### config.mk
export PLATFORM = sky130hd
export DESIGN_NAME = instructionDecode
export DESIGN_NICKNAME = d
export VERILOG_FILES = /design/src/common/isaPkg.sv /design/src/common/controlPkg.sv /design/src/common/regReadIf.sv /design/src/instructionDecode/decodeController.sv /design/src/instructionDecode/registerFile.sv /design/src/instructionDecode/immediateBranchUnit.sv /design/src/instructionDecode/hazardDetector.sv /design/src/instructionDecode/instructionDecode.sv
export SDC_FILE = /design/constraint.sdc
export NUM_CORES = 2
export LEC_CHECK = 0
export ABC_AREA = 1
export BUFFER_PORTS_ARGS = -buffer_cell sky130_fd_sc_hd__buf_2
export CAP_MARGIN = 25
export CORE_MARGIN = 5
export CORE_UTILIZATION = 27
export CTS_CLUSTER_SIZE = 12
export DETAILED_ROUTE_END_ITERATION = 12
export GPL_ROUTABILITY_DRIVEN = 1
export SYNTH_ARGS = -nofsm -noshare
export SYNTH_HDL_FRONTEND = slang
export SYNTH_SLANG_ARGS = --single-unit
### constraint.sdc
create_clock -name Clock -period 3.9 [get_ports Clock]
set_input_delay 0.195 -clock Clock [delete_from_list [all_inputs] [get_ports Clock]]
set_output_delay 0.195 -clock Clock [all_outputs]
set_load 0.02 [all_outputs]
### src/common/isaPkg.sv
package isaPkg;

  //////////////////////////////////////////////////
  // Word and field types
  //////////////////////////////////////////////////

  typedef logic [31:0] word_t;
  typedef logic [4:0]  regAddr_t;
  typedef logic [5:0]  opcode_t;
  typedef logic [5:0]  funct_t;

  // Low bit of each instruction field
  localparam int OP_LSB = 26;
  localparam int RS_LSB = 21;
  localparam int RT_LSB = 16;
  localparam int RD_LSB = 11;
  localparam int FN_LSB = 0;
  // Immediate and jump index widths
  localparam int IMM_W    = 16;
  localparam int TARGET_W = 26;

  //////////////////////////////////////////////////
  // Primary opcodes
  //////////////////////////////////////////////////

  localparam opcode_t OP_RTYPE = 6'h00;
  localparam opcode_t OP_J     = 6'h02;
  localparam opcode_t OP_JAL   = 6'h03;
  localparam opcode_t OP_BEQ   = 6'h04;
  localparam opcode_t OP_BNE   = 6'h05;
  localparam opcode_t OP_ADDI  = 6'h08;
  localparam opcode_t OP_ANDI  = 6'h0c;
  localparam opcode_t OP_ORI   = 6'h0d;
  localparam opcode_t OP_LB    = 6'h20;
  localparam opcode_t OP_LH    = 6'h21;
  localparam opcode_t OP_LW    = 6'h23;
  localparam opcode_t OP_SB    = 6'h28;
  localparam opcode_t OP_SH    = 6'h29;
  localparam opcode_t OP_SW    = 6'h2b;

  // R-type function codes
  localparam funct_t FN_SLL = 6'h00;
  localparam funct_t FN_JR  = 6'h08;
  localparam funct_t FN_ADD = 6'h20;
  localparam funct_t FN_SUB = 6'h22;
  localparam funct_t FN_AND = 6'h24;
  localparam funct_t FN_OR  = 6'h25;
  localparam funct_t FN_SLT = 6'h2a;

  // Named registers
  localparam regAddr_t REG_ZERO = 5'd0;
  localparam regAddr_t REG_V0   = 5'd2;
  localparam regAddr_t REG_V1   = 5'd3;
  localparam regAddr_t REG_RA   = 5'd31;

endpackage

### src/common/controlPkg.sv
package controlPkg;

  //////////////////////////////////////////////////
  // Second ALU operand select
  //////////////////////////////////////////////////

  typedef logic [1:0] aluSrc1_t;

  // Register operand
  localparam aluSrc1_t ALU1_REG     = 2'd0;
  // Sign-extended immediate
  localparam aluSrc1_t ALU1_SIGNIMM = 2'd1;
  // Zero-extended immediate, andi/ori
  localparam aluSrc1_t ALU1_ZEROIMM = 2'd2;

  //////////////////////////////////////////////////
  // Memory access width
  //////////////////////////////////////////////////

  typedef logic [1:0] memWidth_t;

  localparam memWidth_t WIDTH_WORD = 2'd0;
  localparam memWidth_t WIDTH_HALF = 2'd1;
  localparam memWidth_t WIDTH_BYTE = 2'd2;

  //////////////////////////////////////////////////
  // Immediate extension
  //////////////////////////////////////////////////

  typedef logic extendSel_t;

  // Copy bit 15 into the upper half
  localparam extendSel_t EXT_SIGN = 1'b0;
  // Upper half cleared
  localparam extendSel_t EXT_ZERO = 1'b1;

endpackage

### src/common/regReadIf.sv
`timescale 1ns/1ps

interface regReadIf
  import isaPkg::*;
  ();

  // Read addresses from the decoder
  regAddr_t rsAddr;
  regAddr_t rtAddr;
  // Combinational read data from the register file
  word_t    rsData;
  word_t    rtData;

  // Decoder side
  modport requester (
    output rsAddr,
    output rtAddr
  );

  // Register file side
  modport responder (
    input  rsAddr,
    input  rtAddr,
    output rsData,
    output rtData
  );

  // Consumers of the operands
  modport monitor (
    input rsData,
    input rtData
  );

endinterface

### src/instructionDecode/decodeController.sv
`timescale 1ns/1ps

module decodeController
  import isaPkg::*;
  import controlPkg::*;
(
  input  word_t        instruction,
  regReadIf.requester  rd,
  output logic         regDst,
  output logic         aluSrc0,
  output logic         rEnable,
  output logic         wEnable,
  output logic         memToReg,
  output logic         regWriteOut,
  output logic         jal,
  output aluSrc1_t     aluSrc1,
  output memWidth_t    rWidth,
  output memWidth_t    wWidth,
  output extendSel_t   extendSel
);

  opcode_t opcode;
  funct_t  funct;
  // Instruction uses rt as a source
  logic    readsRt;
  logic    isJr;

  assign opcode = instruction[OP_LSB +: 6];
  assign funct  = instruction[FN_LSB +: 6];

  //////////////////////////////////////////////////
  // Main decoder
  //////////////////////////////////////////////////

  always_comb begin
    // Safe defaults, no write and no memory access
    regDst      = 1'b0;
    aluSrc0     = 1'b0;
    aluSrc1     = ALU1_REG;
    rEnable     = 1'b0;
    wEnable     = 1'b0;
    rWidth      = WIDTH_WORD;
    wWidth      = WIDTH_WORD;
    memToReg    = 1'b0;
    regWriteOut = 1'b0;
    jal         = 1'b0;
    extendSel   = EXT_SIGN;
    readsRt     = 1'b0;
    isJr        = 1'b0;
    case (opcode)
      OP_RTYPE: begin
        case (funct)
          FN_ADD, FN_SUB, FN_AND, FN_OR, FN_SLT: begin
            regDst      = 1'b1;
            regWriteOut = 1'b1;
            readsRt     = 1'b1;
          end
          FN_SLL: begin
            // Shift amount comes from the shamt field
            regDst      = 1'b1;
            aluSrc0     = 1'b1;
            regWriteOut = 1'b1;
            readsRt     = 1'b1;
          end
          FN_JR: isJr = 1'b1;
          default: ;
        endcase
      end
      OP_ADDI: begin
        aluSrc1     = ALU1_SIGNIMM;
        regWriteOut = 1'b1;
      end
      OP_ANDI, OP_ORI: begin
        // Logical immediates are zero extended
        aluSrc1     = ALU1_ZEROIMM;
        extendSel   = EXT_ZERO;
        regWriteOut = 1'b1;
      end
      OP_LW, OP_LH, OP_LB: begin
        aluSrc1     = ALU1_SIGNIMM;
        rEnable     = 1'b1;
        memToReg    = 1'b1;
        regWriteOut = 1'b1;
        rWidth      = (opcode == OP_LW) ? WIDTH_WORD :
                      (opcode == OP_LH) ? WIDTH_HALF : WIDTH_BYTE;
      end
      OP_SW, OP_SH, OP_SB: begin
        // Store data travels on rt
        aluSrc1 = ALU1_SIGNIMM;
        wEnable = 1'b1;
        readsRt = 1'b1;
        wWidth  = (opcode == OP_SW) ? WIDTH_WORD :
                  (opcode == OP_SH) ? WIDTH_HALF : WIDTH_BYTE;
      end
      OP_BEQ, OP_BNE: readsRt = 1'b1;
      // Link write happens inside the register file
      OP_JAL: jal = 1'b1;
      default: ;
    endcase
  end

  // Read port selects
  // jr always returns through ra
  assign rd.rsAddr = isJr ? REG_RA : instruction[RS_LSB +: 5];
  assign rd.rtAddr = readsRt ? instruction[RT_LSB +: 5] : REG_ZERO;

endmodule

### src/instructionDecode/registerFile.sv
`timescale 1ns/1ps

module registerFile
  import isaPkg::*;
(
  input  logic         Clock,
  input  logic         rst,
  input  logic         jal,
  regReadIf.responder  rd,
  input  regAddr_t     rDestSelectedId,
  input  word_t        regWriteData,
  input  word_t        pcPlusFour,
  input  logic         regWrite,
  output word_t        v0,
  output word_t        v1
);

  word_t regs [32];

  //////////////////////////////////////////////////
  // Write port
  //////////////////////////////////////////////////

  always_ff @(posedge Clock) begin
    if (rst) begin
      for (int i = 0; i < 32; i++) begin
        regs[i] <= '0;
      end
    end else begin
      // Write-back from the last stage, r0 never written
      if (regWrite && (rDestSelectedId != REG_ZERO)) begin
        regs[rDestSelectedId] <= regWriteData;
      end
      // Link write comes last so it wins on ra
      if (jal) begin
        regs[REG_RA] <= pcPlusFour;
      end
    end
  end

  //////////////////////////////////////////////////
  // Read ports
  //////////////////////////////////////////////////

  // Combinational, old value during a write
  // r0 forced to zero on both ports
  assign rd.rsData = (rd.rsAddr == REG_ZERO) ? '0 : regs[rd.rsAddr];
  assign rd.rtData = (rd.rtAddr == REG_ZERO) ? '0 : regs[rd.rtAddr];

  // Result registers brought out for observation
  assign v0 = regs[REG_V0];
  assign v1 = regs[REG_V1];

endmodule

### src/instructionDecode/immediateBranchUnit.sv
`timescale 1ns/1ps

module immediateBranchUnit
  import isaPkg::*;
  import controlPkg::*;
(
  input  word_t       instruction,
  input  word_t       pcPlusFour,
  input  extendSel_t  extendSel,
  regReadIf.monitor   rd,
  input  logic        stallPc,
  output word_t       imm32,
  output word_t       branchPc,
  output logic        pcSel
);

  opcode_t opcode;
  funct_t  funct;
  word_t   signImm;
  word_t   branchTarget;
  word_t   jumpTarget;
  logic    isJump;
  logic    isJr;
  logic    operandsEqual;
  logic    taken;

  assign opcode = instruction[OP_LSB +: 6];
  assign funct  = instruction[FN_LSB +: 6];

  //////////////////////////////////////////////////
  // Immediate extension
  //////////////////////////////////////////////////

  assign signImm = {{(32 - IMM_W){instruction[IMM_W - 1]}}, instruction[IMM_W - 1:0]};
  assign imm32   = (extendSel == EXT_ZERO) ? {{(32 - IMM_W){1'b0}}, instruction[IMM_W - 1:0]}
                                           : signImm;

  // Branch offset is always signed, word aligned
  assign branchTarget = pcPlusFour + (signImm << 2);
  // Region bits from PC+4, index in words
  assign jumpTarget   = {pcPlusFour[31:TARGET_W + 2], instruction[TARGET_W - 1:0], 2'b00};

  //////////////////////////////////////////////////
  // Redirect decision
  //////////////////////////////////////////////////

  assign isJump        = (opcode == OP_J) || (opcode == OP_JAL);
  assign isJr          = (opcode == OP_RTYPE) && (funct == FN_JR);
  assign operandsEqual = (rd.rsData == rd.rtData);

  always_comb begin
    case (opcode)
      OP_BEQ:  taken = operandsEqual;
      OP_BNE:  taken = !operandsEqual;
      default: taken = isJump || isJr;
    endcase
  end

  // jr target is ra, selected as rs by the decoder
  assign branchPc = isJump ? jumpTarget :
                    isJr   ? rd.rsData  : branchTarget;

  // A stalled branch must not redirect fetch
  assign pcSel = taken && !stallPc;

endmodule

### src/instructionDecode/hazardDetector.sv
`timescale 1ns/1ps

module hazardDetector
  import isaPkg::*;
(
  input  word_t     instruction,
  input  regAddr_t  rtEx,
  input  regAddr_t  rdEx,
  input  regAddr_t  rDestSelectedMem,
  input  opcode_t   opcodeEx,
  input  opcode_t   opcodeMem,
  output logic      stallPc,
  output logic      stallId,
  output logic      bubbleIdEx
);

  opcode_t  opcode;
  funct_t   funct;
  regAddr_t srcRs;
  regAddr_t srcRt;
  regAddr_t destEx;
  logic     isJr;
  logic     isBranch;
  logic     readsRt;
  logic     loadEx;
  logic     loadMem;
  logic     loadUse;
  logic     branchOperand;

  // Source collides with EX result or MEM load result
  function automatic logic pendingWrite(regAddr_t src);
    return (src != REG_ZERO) &&
           ((src == destEx) || (loadMem && (src == rDestSelectedMem)));
  endfunction

  assign opcode = instruction[OP_LSB +: 6];
  assign funct  = instruction[FN_LSB +: 6];
  assign isJr   = (opcode == OP_RTYPE) && (funct == FN_JR);
  // Same source selection as the decoder, jr reads ra
  assign srcRs  = isJr ? REG_RA : instruction[RS_LSB +: 5];
  assign srcRt  = instruction[RT_LSB +: 5];

  // rt is a source for R-type ALU ops, stores and branches
  assign readsRt = ((opcode == OP_RTYPE) &&
                    (funct inside {FN_ADD, FN_SUB, FN_AND, FN_OR, FN_SLT, FN_SLL})) ||
                   (opcode == OP_SW) || (opcode == OP_SH) || (opcode == OP_SB) ||
                   (opcode == OP_BEQ) || (opcode == OP_BNE);
  assign isBranch = (opcode == OP_BEQ) || (opcode == OP_BNE) || isJr;

  assign loadEx  = (opcodeEx == OP_LW) || (opcodeEx == OP_LH) || (opcodeEx == OP_LB);
  assign loadMem = (opcodeMem == OP_LW) || (opcodeMem == OP_LH) || (opcodeMem == OP_LB);
  // EX destination field depends on format
  assign destEx  = (opcodeEx == OP_RTYPE) ? rdEx : rtEx;

  //////////////////////////////////////////////////
  // Hazard terms
  //////////////////////////////////////////////////

  // Load result not ready for the next instruction
  assign loadUse = loadEx && (rtEx != REG_ZERO) &&
                   ((rtEx == srcRs) || (readsRt && (rtEx == srcRt)));

  // Branch compares in ID, needs final operands now
  assign branchOperand = isBranch &&
                         (pendingWrite(srcRs) || (readsRt && pendingWrite(srcRt)));

  // Hold PC and ID, insert a bubble into EX
  assign stallPc    = loadUse || branchOperand;
  assign stallId    = stallPc;
  assign bubbleIdEx = stallPc;

endmodule

### src/instructionDecode/instructionDecode.sv
`timescale 1ns/1ps

module instructionDecode
  import isaPkg::*;
  import controlPkg::*;
(
  input  logic        Clock,
  input  logic        rst,
  // Standard ID stage
  input  word_t       instruction,
  input  word_t       pcPlusFour,
  input  regAddr_t    rDestSelectedId,
  input  word_t       regWriteData,
  input  logic        regWrite,
  // Hazard inputs from EX and MEM
  input  regAddr_t    rtEx,
  input  regAddr_t    rdEx,
  input  regAddr_t    rDestSelectedMem,
  input  opcode_t     opcodeEx,
  input  opcode_t     opcodeMem,
  // Fetch redirect
  output logic        pcSel,
  output word_t       branchPc,
  // MEM/WB controls
  output logic        regWriteOut,
  output logic        memToReg,
  // EX/MEM controls
  output logic        rEnable,
  output logic        wEnable,
  output memWidth_t   rWidth,
  output memWidth_t   wWidth,
  // ID/EX controls
  output logic        regDst,
  output logic        aluSrc0,
  output aluSrc1_t    aluSrc1,
  // Operands
  output word_t       regData1,
  output word_t       regData2,
  output word_t       imm32,
  // Hazard outputs
  output logic        stallPc,
  output logic        stallId,
  output logic        bubbleIdEx,
  output word_t       v0,
  output word_t       v1
);

  logic       jal;
  extendSel_t extendSel;

  regReadIf rdBus ();

  //////////////////////////////////////////////////
  // Decode blocks
  //////////////////////////////////////////////////

  decodeController decodeCtrl (
    .instruction (instruction),
    .rd          (rdBus.requester),
    .regDst      (regDst),
    .aluSrc0     (aluSrc0),
    .rEnable     (rEnable),
    .wEnable     (wEnable),
    .memToReg    (memToReg),
    .regWriteOut (regWriteOut),
    .jal         (jal),
    .aluSrc1     (aluSrc1),
    .rWidth      (rWidth),
    .wWidth      (wWidth),
    .extendSel   (extendSel)
  );

  registerFile regFile (
    .Clock           (Clock),
    .rst             (rst),
    .jal             (jal),
    .rd              (rdBus.responder),
    .rDestSelectedId (rDestSelectedId),
    .regWriteData    (regWriteData),
    .pcPlusFour      (pcPlusFour),
    .regWrite        (regWrite),
    .v0              (v0),
    .v1              (v1)
  );

  immediateBranchUnit immBranch (
    .instruction (instruction),
    .pcPlusFour  (pcPlusFour),
    .extendSel   (extendSel),
    .rd          (rdBus.monitor),
    .stallPc     (stallPc),
    .imm32       (imm32),
    .branchPc    (branchPc),
    .pcSel       (pcSel)
  );

  hazardDetector hazard (
    .instruction      (instruction),
    .rtEx             (rtEx),
    .rdEx             (rdEx),
    .rDestSelectedMem (rDestSelectedMem),
    .opcodeEx         (opcodeEx),
    .opcodeMem        (opcodeMem),
    .stallPc          (stallPc),
    .stallId          (stallId),
    .bubbleIdEx       (bubbleIdEx)
  );

  // Operands straight from the read ports
  assign regData1 = rdBus.rsData;
  assign regData2 = rdBus.rtData;

endmodule

# After elaboration in Yosys (flattened, before gate mapping)
# Memories as Yosys holds them, arrays and structs flattened.
# Index checks and enable logic that the tools add are counted.
# W data, S select, Z words.
[totals]
regBits = 0
ram_bits = 1024
in_bits = 131
output_inout_bits = 208
elab_cells = 131
memories = 1
[op_classes]
n_addsub = 1
eq_ne = 33
mux = 41
n_bitwise = 4
n_reduce_logical = 51
[memory_table]
columns = ["name", "words", "word_bits", "read_ports", "rd_ports_with_merged_regs", "wr", "line_no", "rtl"]
rows = [
  ["regFile.regs", 32, 32, 4, 0, 32, "registerFile.sv:18", "word_t regs [32];"],
]
[ops]
columns = ["op", "count"]
rows = [
  ["$mux W32", 7],
  ["$eq A6 B6 Y1 const B", 17],
  ["$add A32 B32 Y32", 1],
  ["$eq A32 B32 Y1", 1],
  ["$reduce_or A32 Y1", 1],
  ["$eq A5 B5 Y1", 6],
  ["$mux W5", 5],
  ["$eq A6 B4 Y1 const B", 4],
  ["$reduce_bool A5 Y1", 4],
  ["$mux W1", 19],
  ["$logic_not A6 Y1", 3],
  ["$logic_or A1 B1 Y1", 18],
  ["$logic_and A1 B1 Y1", 13],
  ["$eq A6 B2 Y1 const B", 2],
  ["$eq A6 B3 Y1 const B", 2],
  ["$mux W2", 6],
  ["$reduce_or A6 Y1", 2],
  ["$logic_not A5 Y1", 2],
  ["$reduce_or A7 Y1", 1],
  ["$pmux W1 S2", 3],
  ["$reduce_bool A6 Y1", 1],
  ["$reduce_or A3 Y1", 2],
  ["$eq A5 B5 Y1 const B", 1],
  ["$reduce_or A5 Y1", 1],
  ["6 further kinds", 8],
]

# Longest topological paths before layout
[logic_depth]
ltp_word = 14
mapped_depth = 28
depth_no_buf = 27

# Modules after synthesis
# From an unflattened synthesis, not the netlist that was laid out.
[hier_totals]
hier_cells = 8255
area_unflattened_um2 = 61461.4
[by_module_without_submodules]
columns = ["module", "instances", "cells_each", "area_each_um2", "seq_area_each_um2"]
rows = [
  ["registerFile", 1, 7253, 56474.2, 30749.5],
  ["immediateBranchUnit", 1, 739, 3683.5, 0.0],
  ["hazardDetector", 1, 191, 932.1, 0.0],
  ["decodeController", 1, 72, 371.6, 0.0],
]

# Least setup slack after synthesis
# OpenSTA, ideal clock, no wires.
[synth_path]
path_type = "input to output"
start = "input port instruction[0]"
end = "output port branchPc[28]"
arrival_time_ns = 2.911
required_time_ns = 3.705
path_slack_ns = 0.794
path_stages = 18
path_buffers = 0
path_cell_list = "ha_1 inv_1 fa_1 o21ai_1 a21boi_0 o21ai_1 a21boi_0 o21ai_1 a21oi_1 inv_1 nand2_1 nand2_1 a21boi_1 o21ai_0 a21oi_1 or2_2 nand3_1 nand3_1"
[synth_between]
elab_chain_len = 8
word_cells_on_any_way = 11
cone_classes = "add/sub: 1; eq/ne: 1; mux: 6; reduce/logical: 2; memory: 1"
[synth_rtl]
columns = ["item", "line_no", "rtl"]
rows = [
  ["start: declaration", "instructionDecode.sv:10", "input word_t instruction,"],
  ["$eq A6 B4 Y1", "decodeController.sv:52, immediateBranchUnit.sv:48", ""],
  ["$mux W1", "decodeController.sv:52", "case (funct)"],
  ["$mux W1", "decodeController.sv:50", "case (opcode)"],
  ["$mux W5", "decodeController.sv:104", "assign rd.rsAddr = isJr ? REG_RA : instruction[RS_LSB +: 5];"],
  ["$mem_v2 Z32 W32 / $logic_not A5 Y1 (equally long branches)", "-", ""],
  ["$mux W32", "registerFile.sv:47", "assign rd.rsData = (rd.rsAddr == REG_ZERO) ? '0 : regs[rd.rsAddr];"],
  ["$mux W32 *", "immediateBranchUnit.sv:61", "isJr ? rd.rsData : branchTarget;"],
  ["$mux W32 *", "immediateBranchUnit.sv:60", "assign branchPc = isJump ? jumpTarget :"],
  ["end: declaration", "instructionDecode.sv:23", "output word_t branchPc,"],
]
# Every way passes the cells marked *; elsewhere a longest branch is shown, timed or not.

# Worst setup path in the final report
[layout_path]
start = "input port instruction[27]"
end = "output port pcSel"
[layout_between]
elab_chain_len = 13
word_cells_on_any_way = 49
cone_classes = "eq/ne: 11; mux: 8; reduce/logical: 29; memory: 1"
[layout_rtl]
columns = ["item", "line_no", "rtl"]
rows = [
  ["branches (longest 12 deep; another with $mem_v2 Z32 W32)", "-", ""],
  ["$logic_and A1 B1 Y1 *", "immediateBranchUnit.sv:64", "assign pcSel = taken && !stallPc;"],
  ["end: declaration", "instructionDecode.sv:22", "output logic pcSel,"],
]
# Every way passes the cells marked *.

==> out/qor.txt <==
Drt first pass iters: 9
Clock Tree Buf Depth: 3
HP Start: regWriteData[17]
Clock Tree Root: clkbuf_16
Slowest cell on crit path: clkbuf_16
Hold Crit Depth: 4
Post-route setup slack: -167.4 ps
Top_reg_cell synth: edfxtp_1
Crit. End Element: primary output
Area of the multi-input gates: 28220 µm²
Distinct cells, synth: 51
Hold Slack: 32.63 ps
Crit path DAT: 3870 ps
Total Nets Final: 8677
Crit-path max cell delay: 230 ps
Layout area overhead: 33.23%
I/O pins: 339
WS Path Type: in2out
Post-synthesis cell count: 7739
Die ar.: 234300 µm²
GP Congestion: 1.006
Crit-path max FO: 5
Req. time, crit path: 3700 ps
Vias in the first global route: 60.94k
Core Rows: 174
Post-layout util: 36.04%
Average wire per standard cell: 29.80 µm
Share of post-route cells with drive strength above 1: 23.70%
Fmax: 245.9 MHz
DRT antenna net count: 0
WL final: 346300 µm
Actual slew at the worst max-slew pin: 1092 ps
Register area share after synthesis: 50.69%
Max H-tree Level: 3
Cell mode on critical path: nor2_4
MaxCap Viol Count: 0
Post-route minimum period: 4067 ps
Synth top area share: 50.69%
Non-Filler Instances: 11.62k
Status: finished with violations
WHS Endpoint: regFile.regs[3][17]$_SDFFCE_PN0P_
GRT overflow: 0
Vias per cell: 5.737
Top Registers: regFile.regs: 1024 flops
Leakage: 34.38 nW
Fillers: 22.78k
Chip height: 484.0 µm
Pin count of the biggest net entering global routing: 100
Buffers added on ports: 338
CTS tree: built
Initial Util: 27.05%
Area contributors post-synth: edfxtp_1 (51%), nand3_1 (17%), nand2_1 (14%)
Peak supply drop: 0.0003597 V
Proportion of synthesized flip-flops having asynchronous set or reset: 0%
Placed insts: 11.18k
Register area: 30750 µm²
Top reg by flops: regFile.regs
Post-route clock period utilization: 104.3%
Pre-CTS setup slack: -662.0 ps
Final hold viol count: 0
Synth Register Bits: 1024
Clock Sinks: 1024
Num CTS Buffers: 119
Largest area contributor in the netlist: edfxtp_1
Fin. max-slew vios: 0
Hpwl dp: 230900 µm
Die Wd: 484.0 µm
Commonest cells after routing, fill and taps aside: nand2_1 (2027), nand3_1 (1869), edfxtp_1 (1024)
Post-synth EDFFs: 1024
Syn Area/Cell: 7.839 µm²
Failing checks: negative setup slack
Worst slew margin: 27.21%
Warnings, synthesis: 0
Initial antenna violation count: 36
Element type at the critical path start: primary input
Core box area: 224200 µm²
Cell area power density: 388.2 nW/µm²
Total number of vias: 66.67k
Residual DRC: 0
First-pass GRT wire length: 467200 µm
Unrepaired setup endpoints after global routing: yes
Clock slew at reported path FFs: 60 ps
Most common cell after layout, fill and taps aside: nand2_1
Setup violations, final: 1
Worst hold path class: in2reg
DRC marker count from the first detailed-route iteration: 11.82k
Max reg flops: 1024
GRT Overall Usage: 27.55%
Post-Syn Area: 60660 µm²
[kinds of logic (layout without fill, tap and decap cells)]
group / Yosys count / count (layout) / share of synthesized area, %
AO/OA/AOI/OAI: 222 / 222 / 2.326
AND/OR/NAND/NOR: 5463 / 5466 / 38.60
adder cells (fa/ha/maj): 30 / 30 / 0.6311
multiplexers: 1 / 1 / 0.01856
other: 1 / 46 / 0.006182
XOR/XNOR: 36 / 36 / 0.5197
buffers and inverters: 962 / 1804 / 7.208
flip-flops: 1024 / 1024 / 50.69
[stage by stage]
step / instance area, µm² / setup TNS [ps] / power [mW]
5_1_grt: 80800 / -247.6 / 32.05
4_1_cts: 77790 / -98.63 / 30.76
3_5_place_dp: 70880 / -785.0 / 18.88
6_report: 80820 / -167.4 / 31.38
3_3_place_gp: 70740 / -899.8 / 18.84
2_1_floorplan: 60780 / 0 / 15.90
[synthesized netlist by cell type, drive strengths merged, types with 2 or more instances]
cell type	count
a21boi	7
a21o	2
a21oi	63
a221oi	4
a22oi	2
a31oi	2
buf	361
clkbuf	356
clkinv	5
edfxtp	1024
ha	29
inv	240
nand2	2226
nand3	2110
nand4	38
nor2	1062
nor3	12
nor4	9
o2111ai	26
o211ai	14
o21a	3
o21ai	66
o221ai	23
o22ai	2
o41ai	3
or2	4
xnor2	17
xor2	19
[worst max-delay path, delay by kind of cell]
family / cells / cell delay [ps]
buffers and inverters: 7 / 1100
and+or+nand+nor: 23 / 2500
[how the worst max path moves through the flow]
stage                         start           end  slack (ps)  cells after the start
floorplan            instruction[0]  branchPc[28]         790                     18
global placement     instruction[0]         pcSel        -770                     31
detailed placement   instruction[0]         pcSel        -660                     30
CTS                 instruction[26]         pcSel        -100                     31
global route        instruction[31]         pcSel        -250                     30
finish              instruction[27]         pcSel        -170                     30
[routing by layer]
metal  global-route usage (%)  share of wire, %  up-vias
met2                    39.75                41     5993
li1                         -                 -    27714
met4                    17.85               8.2       26
met3                    9.497                15     1218
met1                    34.96                36    31719
met5                        0             0.046        -
[repair_timing]
action                                  in CTS  in global routing
hold buffers                                30                  0
setup buffers                               64                 68
gates resized for setup                    339                414
endpoints found under the setup margin       3                  4
pin swaps                                   83                169
gates cloned                                26                 28
endpoints found under the hold margin       45                  0
[report_power, final]
part           switching, mW  total (mW)  internal (mW)
clock                   4.98        11.7           6.71
sequential             0.381        13.1           12.7
combinational           4.45        6.57           2.13
total                   9.81        31.4           21.6
[final cells by class]
class / count / share of cell area [%]
Sequential cell: 1024 / 38.05
Multi-Input combinational cell: 5787 / 34.92
Timing Repair Buffer: 1338 / 16.25
Tap cell: 2992 / 4.632
Clock buffer: 147 / 3.814
Inverter: 245 / 1.225
Clock inverter: 73 / 1.053
Antenna cell: 14 / 0.04335
Timing Repair inverter: 1 / 0.02012
(Power assumes the default switching activity.)
